`src/oramCrypto_params.svh`:
```
/*
 * Bucket encryption widths, queue depths,
 * round count and cipher key constants
 */
`ifndef ORAM_CRYPTO_PARAMS_SVH
`define ORAM_CRYPTO_PARAMS_SVH

// Seed field widths
`define ORAM_IV_W 32
`define ORAM_BID_W 16
`define ORAM_CID_W 3
`define ORAM_BKT_CHUNKS 8

// Cipher block, same as one data beat
`define ORAM_BLK_W 64
`define ORAM_ROUNDS 4
`define ORAM_ROT 13

// Round keys, one per round
`define ORAM_KEY0 64'h3C6E_F372_A54F_F53A
`define ORAM_KEY1 64'h510E_527F_9B05_688C
`define ORAM_KEY2 64'h1F83_D9AB_5BE0_CD19
`define ORAM_KEY3 64'hCBBB_9D5D_629A_292A
`define ORAM_RCONST 64'h9E37_79B9_7F4A_7C15

// Queue depths
`define ORAM_CMD_DEPTH 4
`define ORAM_MASK_DEPTH 8

`endif
```
`src/oramCryptoPkg.sv`:
```
/*
 * Shared struct types for the bucket encryption unit:
 * host command, cipher seed and keystream mask
 */
`include "oramCrypto_params.svh"

package oramCryptoPkg;

	// ----------------------------------------
	// Derived widths
	// ----------------------------------------

	// Zero padding on top of the seed
	localparam int SeedPadW = `ORAM_BLK_W - `ORAM_IV_W - `ORAM_BID_W - `ORAM_CID_W;

	// ----------------------------------------
	// Types
	// ----------------------------------------

	// Host command, one per bucket
	typedef struct packed {
		logic [`ORAM_IV_W-1:0]  iv;
		logic [`ORAM_BID_W-1:0] bucketId;
	} cmdT;

	// One seed per chunk, MSB first
	typedef struct packed {
		logic [SeedPadW-1:0]    pad;
		logic [`ORAM_IV_W-1:0]  iv;
		logic [`ORAM_BID_W-1:0] bucketId;
		logic [`ORAM_CID_W-1:0] chunkId;
	} seedT;

	// Keystream for one data beat
	typedef struct packed {
		logic [`ORAM_BLK_W-1:0] mask;
	} maskT;

endpackage

```
`src/bucketCrypt.sv`:
```
/*
 * Bucket encryption top, chains command queue, seed generation,
 * keystream pipeline, mask queue and mask application
 */
`timescale 1ns/1ns
`include "oramCrypto_params.svh"

module bucketCrypt (
	input  logic                   Clock,
	input  logic                   rstN,
	input  logic                   cmdValid,
	input  oramCryptoPkg::cmdT     cmd,
	output logic                   cmdCredit,
	input  logic                   dataInValid,
	input  logic [`ORAM_BLK_W-1:0] dataIn,
	output logic                   dataInReady,
	output logic                   dataOutValid,
	output logic [`ORAM_BLK_W-1:0] dataOut,
	input  logic                   dataOutReady
);

	// ----------------------------------------
	// Stage wires
	// ----------------------------------------

	oramCryptoPkg::cmdT  cmdHead;
	oramCryptoPkg::seedT seed;
	oramCryptoPkg::maskT mask;
	oramCryptoPkg::maskT maskHead;
	logic cmdHeadValid;
	logic cmdPop;
	logic seedValid;
	logic maskValid;
	logic maskHeadValid;
	logic maskPop;
	logic maskCredit;

	// Host commands, credits back to the host
	creditFifo #(
		.payloadT(oramCryptoPkg::cmdT),
		.depth(`ORAM_CMD_DEPTH)
	) cmdQueue (
		.Clock(Clock),
		.rstN(rstN),
		.push(cmdValid),
		.pushData(cmd),
		.pop(cmdPop),
		.popValid(cmdHeadValid),
		.popData(cmdHead),
		.creditReturn(cmdCredit)
	);

	// One seed per chunk
	seedGen seedGenerator (
		.Clock(Clock),
		.rstN(rstN),
		.cmdValid(cmdHeadValid),
		.cmd(cmdHead),
		.cmdPop(cmdPop),
		.creditReturn(maskCredit),
		.seedValid(seedValid),
		.seed(seed)
	);

	// Non-stalling cipher
	keystreamCore keystream (
		.Clock(Clock),
		.rstN(rstN),
		.seedValid(seedValid),
		.seed(seed),
		.maskValid(maskValid),
		.mask(mask)
	);

	// Masks wait here for data, credits back to seedGen
	creditFifo #(
		.payloadT(oramCryptoPkg::maskT),
		.depth(`ORAM_MASK_DEPTH)
	) maskQueue (
		.Clock(Clock),
		.rstN(rstN),
		.push(maskValid),
		.pushData(mask),
		.pop(maskPop),
		.popValid(maskHeadValid),
		.popData(maskHead),
		.creditReturn(maskCredit)
	);

	// XOR onto the bucket data stream
	maskApply maskXor (
		.Clock(Clock),
		.rstN(rstN),
		.maskValid(maskHeadValid),
		.mask(maskHead),
		.maskPop(maskPop),
		.dataInValid(dataInValid),
		.dataIn(dataIn),
		.dataInReady(dataInReady),
		.dataOutValid(dataOutValid),
		.dataOut(dataOut),
		.dataOutReady(dataOutReady)
	);

endmodule

```
`src/maskApply.sv`:
```
/*
 * Mask application, pairs the head mask with a data beat
 * and registers the XOR result for the output handshake
 */
`timescale 1ns/1ns
`include "oramCrypto_params.svh"

module maskApply (
	input  logic                   Clock,
	input  logic                   rstN,
	input  logic                   maskValid,
	input  oramCryptoPkg::maskT    mask,
	output logic                   maskPop,
	input  logic                   dataInValid,
	input  logic [`ORAM_BLK_W-1:0] dataIn,
	output logic                   dataInReady,
	output logic                   dataOutValid,
	output logic [`ORAM_BLK_W-1:0] dataOut,
	input  logic                   dataOutReady
);

	logic outFree;
	logic fire;

	// ----------------------------------------
	// Join
	// ----------------------------------------

	// Output register empty or being drained this cycle
	assign outFree = !dataOutValid || dataOutReady;
	// Beat accepted only when a mask is waiting
	assign dataInReady = maskValid && outFree;
	assign fire = dataInReady && dataInValid;
	// Mask leaves together with its beat
	assign maskPop = fire;

	// ----------------------------------------
	// Output register
	// ----------------------------------------

	always_ff @(posedge Clock) begin
		if (!rstN)
			dataOutValid <= 1'b0;
		else if (fire)
			dataOutValid <= 1'b1;
		else if (dataOutReady)
			dataOutValid <= 1'b0;
	end

	// XOR result holds while stalled
	always_ff @(posedge Clock) begin
		if (fire)
			dataOut <= dataIn ^ mask.mask;
	end

endmodule

```
`src/keystreamCore.sv`:
```
/*
 * Keystream cipher, fixed-latency pipeline of
 * add-rotate-XOR rounds turning seeds into masks
 */
`timescale 1ns/1ns
`include "oramCrypto_params.svh"

module keystreamCore (
	input  logic                Clock,
	input  logic                rstN,
	input  logic                seedValid,
	input  oramCryptoPkg::seedT seed,
	output logic                maskValid,
	output oramCryptoPkg::maskT mask
);

	localparam int BlkW = `ORAM_BLK_W;
	localparam int Rounds = `ORAM_ROUNDS;
	localparam int Rot = `ORAM_ROT;

	// Key table, indexed by round
	localparam logic [BlkW-1:0] roundKeys [4] = '{
		`ORAM_KEY0,
		`ORAM_KEY1,
		`ORAM_KEY2,
		`ORAM_KEY3
	};

	// ----------------------------------------
	// Round function
	// ----------------------------------------

	// Key XOR, rotate left, then add constant
	function automatic logic [BlkW-1:0] cipherRound(
		input logic [BlkW-1:0] x,
		input logic [BlkW-1:0] key,
		input logic [BlkW-1:0] addend
	);
		logic [BlkW-1:0] t;
		t = x ^ key;
		t = (t << Rot) | (t >> (BlkW - Rot));
		// Wraps modulo 2^64
		return t + addend;
	endfunction

	// ----------------------------------------
	// Pipeline stages
	// ----------------------------------------

	logic [BlkW-1:0] stageIn [Rounds];
	logic [BlkW-1:0] blk [Rounds];
	logic [Rounds-1:0] stageValid;

	for (genvar r = 0; r < Rounds; r++) begin : gRound
		localparam logic [BlkW-1:0] key = roundKeys[r % 4];
		// Round constant scaled by round number
		localparam logic [BlkW-1:0] addend = `ORAM_RCONST * BlkW'(r + 1);

		// Stage 0 takes the seed, later ones the previous round
		if (r == 0) begin : gFirst
			assign stageIn[r] = seed;
		end else begin : gNext
			assign stageIn[r] = blk[r-1];
		end

		// Valid bit, cleared by reset
		always_ff @(posedge Clock) begin
			if (!rstN)
				stageValid[r] <= 1'b0;
			else if (r == 0)
				stageValid[r] <= seedValid;
			else
				stageValid[r] <= stageValid[r-1];
		end

		// Block register runs every cycle
		always_ff @(posedge Clock) begin
			blk[r] <= cipherRound(stageIn[r], key, addend);
		end
	end

	// Last round output is the mask
	assign maskValid = stageValid[Rounds-1];
	assign mask.mask = blk[Rounds-1];

endmodule

```
`src/seedGen.sv`:
```
/*
 * Seed generation, walks the chunks of each bucket command
 * and issues one seed per cycle against mask queue credits
 */
`timescale 1ns/1ns
`include "oramCrypto_params.svh"

module seedGen (
	input  logic                Clock,
	input  logic                rstN,
	input  logic                cmdValid,
	input  oramCryptoPkg::cmdT  cmd,
	output logic                cmdPop,
	input  logic                creditReturn,
	output logic                seedValid,
	output oramCryptoPkg::seedT seed
);

	localparam int CidW = `ORAM_CID_W;
	localparam int CreditW = $clog2(`ORAM_MASK_DEPTH + 1);
	localparam logic [CidW-1:0] lastChunk = CidW'(`ORAM_BKT_CHUNKS - 1);

	// ----------------------------------------
	// State
	// ----------------------------------------

	oramCryptoPkg::cmdT cmdReg;
	logic active;
	logic [CidW-1:0] chunkIdx;
	logic [CreditW-1:0] credits;
	logic issue;
	logic lastIssue;

	// Seed goes out only with a credit in hand
	assign issue = active && (credits != '0);
	assign lastIssue = issue && (chunkIdx == lastChunk);
	// Take the next command when idle or on the last chunk
	assign cmdPop = cmdValid && (!active || lastIssue);

	// Latched command fields
	always_ff @(posedge Clock) begin
		if (cmdPop)
			cmdReg <= cmd;
	end

	// ----------------------------------------
	// Chunk walk and credits
	// ----------------------------------------

	always_ff @(posedge Clock) begin
		if (!rstN) begin
			active <= 1'b0;
			chunkIdx <= '0;
			credits <= CreditW'(`ORAM_MASK_DEPTH);
			seedValid <= 1'b0;
		end else begin
			if (cmdPop) begin
				active <= 1'b1;
				chunkIdx <= '0;
			end else if (lastIssue) begin
				active <= 1'b0;
			end else if (issue) begin
				chunkIdx <= chunkIdx + 1'b1;
			end
			// One spent per seed, one back per popped mask
			case ({issue, creditReturn})
				2'b10:   credits <= credits - 1'b1;
				2'b01:   credits <= credits + 1'b1;
				default: credits <= credits;
			endcase
			seedValid <= issue;
		end
	end

	// Seed built from the latched command and chunk index
	always_ff @(posedge Clock) begin
		if (issue) begin
			seed.pad <= '0;
			seed.iv <= cmdReg.iv;
			seed.bucketId <= cmdReg.bucketId;
			seed.chunkId <= chunkIdx;
		end
	end

	// Mask queue never hands back more than it holds
	assert property (@(posedge Clock) disable iff (!rstN)
		credits <= CreditW'(`ORAM_MASK_DEPTH))
		else $error("seedGen: credit overflow");

endmodule

```
`src/creditFifo.sv`:
```
/*
 * Circular buffer queue with a payload type parameter,
 * returns one credit to the producer per popped entry
 */
`timescale 1ns/1ns
`include "oramCrypto_params.svh"

module creditFifo #(
	parameter type payloadT = logic [`ORAM_BLK_W-1:0],
	parameter int depth = `ORAM_CMD_DEPTH
) (
	input  logic    Clock,
	input  logic    rstN,
	input  logic    push,
	input  payloadT pushData,
	input  logic    pop,
	output logic    popValid,
	output payloadT popData,
	output logic    creditReturn
);

	// ----------------------------------------
	// Storage and pointers
	// ----------------------------------------

	localparam int PtrW = (depth > 1) ? $clog2(depth) : 1;
	localparam int CntW = $clog2(depth + 1);
	localparam logic [PtrW-1:0] lastPtr = PtrW'(depth - 1);

	payloadT mem [depth];
	logic [PtrW-1:0] wrPtr;
	logic [PtrW-1:0] rdPtr;
	logic [CntW-1:0] count;
	logic full;

	assign full = (count == CntW'(depth));
	assign popValid = (count != '0);
	// Head entry read straight from the array
	assign popData = mem[rdPtr];

	// Entry write
	always_ff @(posedge Clock) begin
		if (push)
			mem[wrPtr] <= pushData;
	end

	// ----------------------------------------
	// Control
	// ----------------------------------------

	always_ff @(posedge Clock) begin
		if (!rstN) begin
			wrPtr <= '0;
			rdPtr <= '0;
			count <= '0;
			creditReturn <= 1'b0;
		end else begin
			// Wrap at depth, not at a power of two
			if (push)
				wrPtr <= (wrPtr == lastPtr) ? '0 : wrPtr + 1'b1;
			if (pop)
				rdPtr <= (rdPtr == lastPtr) ? '0 : rdPtr + 1'b1;
			case ({push, pop})
				2'b10:   count <= count + 1'b1;
				2'b01:   count <= count - 1'b1;
				default: count <= count;
			endcase
			// Credit goes back one cycle after the pop
			creditReturn <= pop;
		end
	end

	// Producer pushed without a credit
	assert property (@(posedge Clock) disable iff (!rstN) push |-> !full)
		else $error("creditFifo: push while full");

	// Consumer popped an empty queue
	assert property (@(posedge Clock) disable iff (!rstN) pop |-> popValid)
		else $error("creditFifo: pop while empty");

endmodule

```
`config.mk`:
```
export PLATFORM = sky130hd
export DESIGN_NAME = bucketCrypt
export DESIGN_NICKNAME = d
export VERILOG_FILES = /design/src/oramCryptoPkg.sv /design/src/bucketCrypt.sv /design/src/maskApply.sv /design/src/keystreamCore.sv /design/src/seedGen.sv /design/src/creditFifo.sv
export VERILOG_INCLUDE_DIRS = /design/src
export SDC_FILE = /design/constraint.sdc
export NUM_CORES = 1
export LEC_CHECK = 0
export ABC_AREA = 1
export BUFFER_PORTS_ARGS = -buffer_cell sky130_fd_sc_hd__clkbuf_2
export CORE_MARGIN = 5
export CORE_UTILIZATION = 60
export CTS_BUF_LIST = sky130_fd_sc_hd__clkbuf_16
export DETAILED_ROUTE_END_ITERATION = 12
export MAX_ROUTING_LAYER = met4
export PLACE_DENSITY = 0.82
export SETUP_SLACK_MARGIN = 0.1
export SYNTH_ARGS = -nofsm -noshare
export SYNTH_HDL_FRONTEND = slang
export SYNTH_SLANG_ARGS = --single-unit
```
`constraint.sdc`:
```
create_clock -name Clock -period 9 [get_ports Clock]
set_input_delay 1.8 -clock Clock [delete_from_list [all_inputs] [get_ports Clock]]
set_output_delay 1.8 -clock Clock [all_outputs]
set_load 0.05 [all_outputs]
```
==> reports/qor.txt <==
===========================================================================
RSZ-0062 raised after global routing                                     no
I/O pin total                                                           184
Starting density of the core                                          60.4%
Buf/Inv on CP                                                             4
CTS max path bufs                                                         3
Critical Path AT                                                    2.39 ns
P&R area growth vs syn                                                11.7%
Total of warnings raised by yosys                                         0
Final clock period utilization by the worst path                      46.6%
Area occupied by multi-input gates                             13,000 sq um
HPWL after detailed placement                                       63.0 mm
Fillers                                                               5,334
Die Footprint                                                  80,200 sq um
Global-route wire length before repair                               160 mm
Startpoint types                                               primary input
H-tree Lvls                                                               3
Leakage                                                             19.6 nW
Final count of hold timing violations                                     0
Seq/Total Area, Yosys                                                 66.8%
Post-CTS sizing                                                           0
Critical path endpoint category                                 output port
Dpl ws                                                              4.81 ns
Worst-skew pair later-pin latency                                   0.69 ns
Top achievable clock speed                                          238 MHz
Maximum clock skew at final layout                                0.0515 ns
Post-synth design cell area                                    44,800 sq um
Total wire length after detailed routing                             100 mm
Min-Delay Path Class                                           register to register
Layout cells sized above 1                                            8.96%
Global router's overall resource usage                                25.4%
Average routed wire per standard cell                          18.4 microns
Cells along the critical path                                  clkbuf_2, nor2_1, inv_1, o21ai_0, inv_1, clkbuf_2
Clock tree from TritonCTS                                               yes
Pin slew with the least headroom to its limit                       1.12 ns
CTS Hold Bufs                                                             0
Worst supply voltage drop on vdd                                 0.000277 V
Worst hold stages                                                         0
Maximum single-stage delay on the critical path                     0.27 ns
Status                                                         complete, no violations
Count of buffers inserted at the top-level ports                        183
Count of maximum capacitance violations                                   0
Final worst-path setup slack                                        4.81 ns
Core region area                                               74,200 sq um
Number of library cell types mapped by synthesis                         44
Cell area power density                                         339 nW/um^2
Post-Syn Instances                                                    4,226
Final count of negative-setup-slack endpoints                             0
Initial antenna violation count                                           3
Critical Path Slowest Stage Cell                               sky130_fd_sc_hd__clkbuf_2
Endpoint of the lowest-slack register-to-register path         maskXor.dataOut[24]$_DFFE_PN_
Final core utilization                                                67.4%
Maximum fanout encountered on the critical timing path                    2
Total count of max-transition violations in the final report              0
Flip-flop and latch count after synthesis                             1,082
Via density per instance                                               5.63
Synthesized netlist net count                                         4,369
Final antenna-violating net count                                         0
Slew HR                                                               25.2%
Number of placement rows                                                100
# DRC                                                                     0
Total number of nets in the final design                              4,551
Clock transition at the registers of the reported paths             0.06 ns
Required time at the endpoint of the critical path                  7.20 ns
Worst reg-to-reg setup slack                                        5.53 ns
Cell chosen for the clock root                                 sky130_fd_sc_hd__clkbuf_16
Iteration count of the initial detailed-routing pass                      5
Pin count of the biggest net entering global routing                    186
Register area                                                  29,900 sq um
Pwr Total                                                           17.0 mW
Via count of the first global-routing pass                           30,729
Total negative slack for setup checks                                  0 ns
Hold path startpoint                                           keystream.blk[1][26]$_DFF_P_
Die Width                                                       283 microns
Average cell area after synthesis                                10.6 sq um
Top Family by Delay on Critical Path                           buffers and inverters
Number of sinks on the clock net                                      1,082
Final period demand of the worst path                               4.19 ns
Cells on worst reg2reg path                                               7
Height of the die                                               283 microns
Post-CTS Setup Repair Bufs                                                0
Min-Delay Endpoint                                             keystream.blk[2][39]$_DFF_P_
Total clock buffers created by CTS                                      103
Path type of the worst setup path                              primary input to output port
Routability cong.                                                     0.978
Total grt overflow                                                        0
Vias                                                                 30,786
Iteration-0 DRC Markers                                               2,390
===========================================================================
-- synth_stat cells, drive strengths merged --
library cell  instances  share of area (%)
dfxtp               255                 11
xor2                137                2.7
and2                  8               0.11
or2                   1              0.014
o21ai               405                4.6
o211a                 1              0.022
fa                    2              0.089
nand3               240                2.7
o21bai                4              0.067
and3                  3              0.042
ha                   24               0.67
nor3                 42               0.49
nand3b                8               0.13
buf                  71               0.97
o21a                  1              0.017
clkinv                3              0.025
xnor2                52                1.0
clkbuf               61               0.52
o221ai               10               0.20
nand4                43               0.60
nand2               825                6.9
a21oi                98                1.1
a21o                  4              0.067
a31oi                 8               0.13
nor2b                 1              0.014
edfxtp              827                 55
o22ai                99                1.4
a21boi                3              0.050
nor2                613                5.2
o211ai               29               0.49
inv                 348                2.9
-- final cells by class --
class	instances	share of cell area, %
clock inverters	87	1.58
inverters	351	2.64
repair buffers	209	2.25
well taps	969	2.42
flip-flops and latches	1082	59.9
diodes	4	0.0200
clock buffers	107	5.35
multi-input cells	2661	25.9
-- worst register-to-register path, stage by stage (launching register included) --
cell	delay, ns
sky130_fd_sc_hd__dfxtp_4	0.54
sky130_fd_sc_hd__inv_6	0.75
sky130_fd_sc_hd__buf_4	0.94
sky130_fd_sc_hd__o21ai_0	0.38
sky130_fd_sc_hd__o22ai_1	0.31
sky130_fd_sc_hd__nand2_1	0.09
sky130_fd_sc_hd__nand2_1	0.14
sky130_fd_sc_hd__xor2_1	0.08
-- registers in the layout, summed over array words and instances (netlist names), named ones only --
register	flops
cmdQueue.count	3
maskQueue.creditReturn	1
maskQueue.wrPtr	3
cmdQueue.mem	192
keystream.stageValid	3
maskQueue.count	4
cmdQueue.creditReturn	1
seedGenerator.seed	51
keystream.maskValid	1
maskXor.dataOut	64
seedGenerator.chunkIdx	3
maskQueue.rdPtr	3
maskXor.dataOutValid	1
cmdQueue.rdPtr	2
seedGenerator.credits	4
seedGenerator.active	1
cmdQueue.wrPtr	2
keystream.blk	219
seedGenerator.cmdReg	48
maskQueue.mem	472
seedGenerator.seedValid	1
-- cell families after synthesis --
logic type | after synthesis | synth area share [%]
adders and majority gates | 26 | 0.760
AOI/OAI and AO/OA | 662 | 8.06
xor gates and xnor gates | 189 | 3.69
buffers and inverters | 483 | 4.43
DFF | 1082 | 66.8
and+or+nand+nor | 1784 | 16.2
-- power breakdown --
group | internal [mW] | switching (mW)
clock network | 2.48 | 1.83
logic | 1.40 | 3.41
registers | 6.89 | 0.978
total | 10.8 | 6.21
-- metal layers --
metal  share of wire [%]  routed length [microns]  global-route usage [%]  up-vias
li1                    -                        -                       -    14806
met1                  39                    39000                    30.9    14483
met2                  51                    51100                    43.5     1246
met3                 6.5                     6500                    3.49      251
met4                 3.9                     3890                    10.2        0
met5                   0                        0                       -        -
-- placed cells by master, fill, tap and decap left out, types with 21 or more instances in the layout --
master                        n
sky130_fd_sc_hd__nand2_1    823
sky130_fd_sc_hd__clkinv_1    21
sky130_fd_sc_hd__o22ai_1     99
sky130_fd_sc_hd__nand3_1    240
sky130_fd_sc_hd__buf_4       25
sky130_fd_sc_hd__o21ai_1     51
sky130_fd_sc_hd__o211ai_1    29
sky130_fd_sc_hd__nor3_1      40
sky130_fd_sc_hd__edfxtp_1   827
sky130_fd_sc_hd__clkbuf_2   183
sky130_fd_sc_hd__clkbuf_16  107
sky130_fd_sc_hd__inv_1      367
sky130_fd_sc_hd__xnor2_1     52
sky130_fd_sc_hd__nand4_1     43
sky130_fd_sc_hd__xor2_1     137
sky130_fd_sc_hd__dfxtp_1    251
sky130_fd_sc_hd__a21oi_1     98
sky130_fd_sc_hd__ha_1        24
sky130_fd_sc_hd__nor2_1     590
sky130_fd_sc_hd__o21ai_0    350
-- worst max-delay path by stage --
stage / from / endpoint / slack [ns] / cells past startpoint
finish: dataOutReady / dataInReady / 4.81 / 6
global route: dataOutReady / dataInReady / 4.70 / 6
CTS: dataOutReady / dataInReady / 4.81 / 6
detailed placement: dataOutReady / dataInReady / 4.81 / 6
floorplan: dataOutReady / maskQueue.count[2]$_SDFFE_PN0P_ / 3.88 / 13
global placement: dataOutReady / dataInReady / 4.78 / 6
-- metrics by stage --
step | instance area, sq um | instances | hold WS [ns]
CTS | 50000 | 5466 | 0.337
floorplan | 44800 | 4226 | 0.310
global route | 50000 | 5467 | 0.345
detailed placement | 46600 | 5272 | 0.322
global placement | 46600 | 5272 | 0.316
finish | 50000 | 5470 | 0.330
Note: power is estimated with default switching activity, not from simulation.
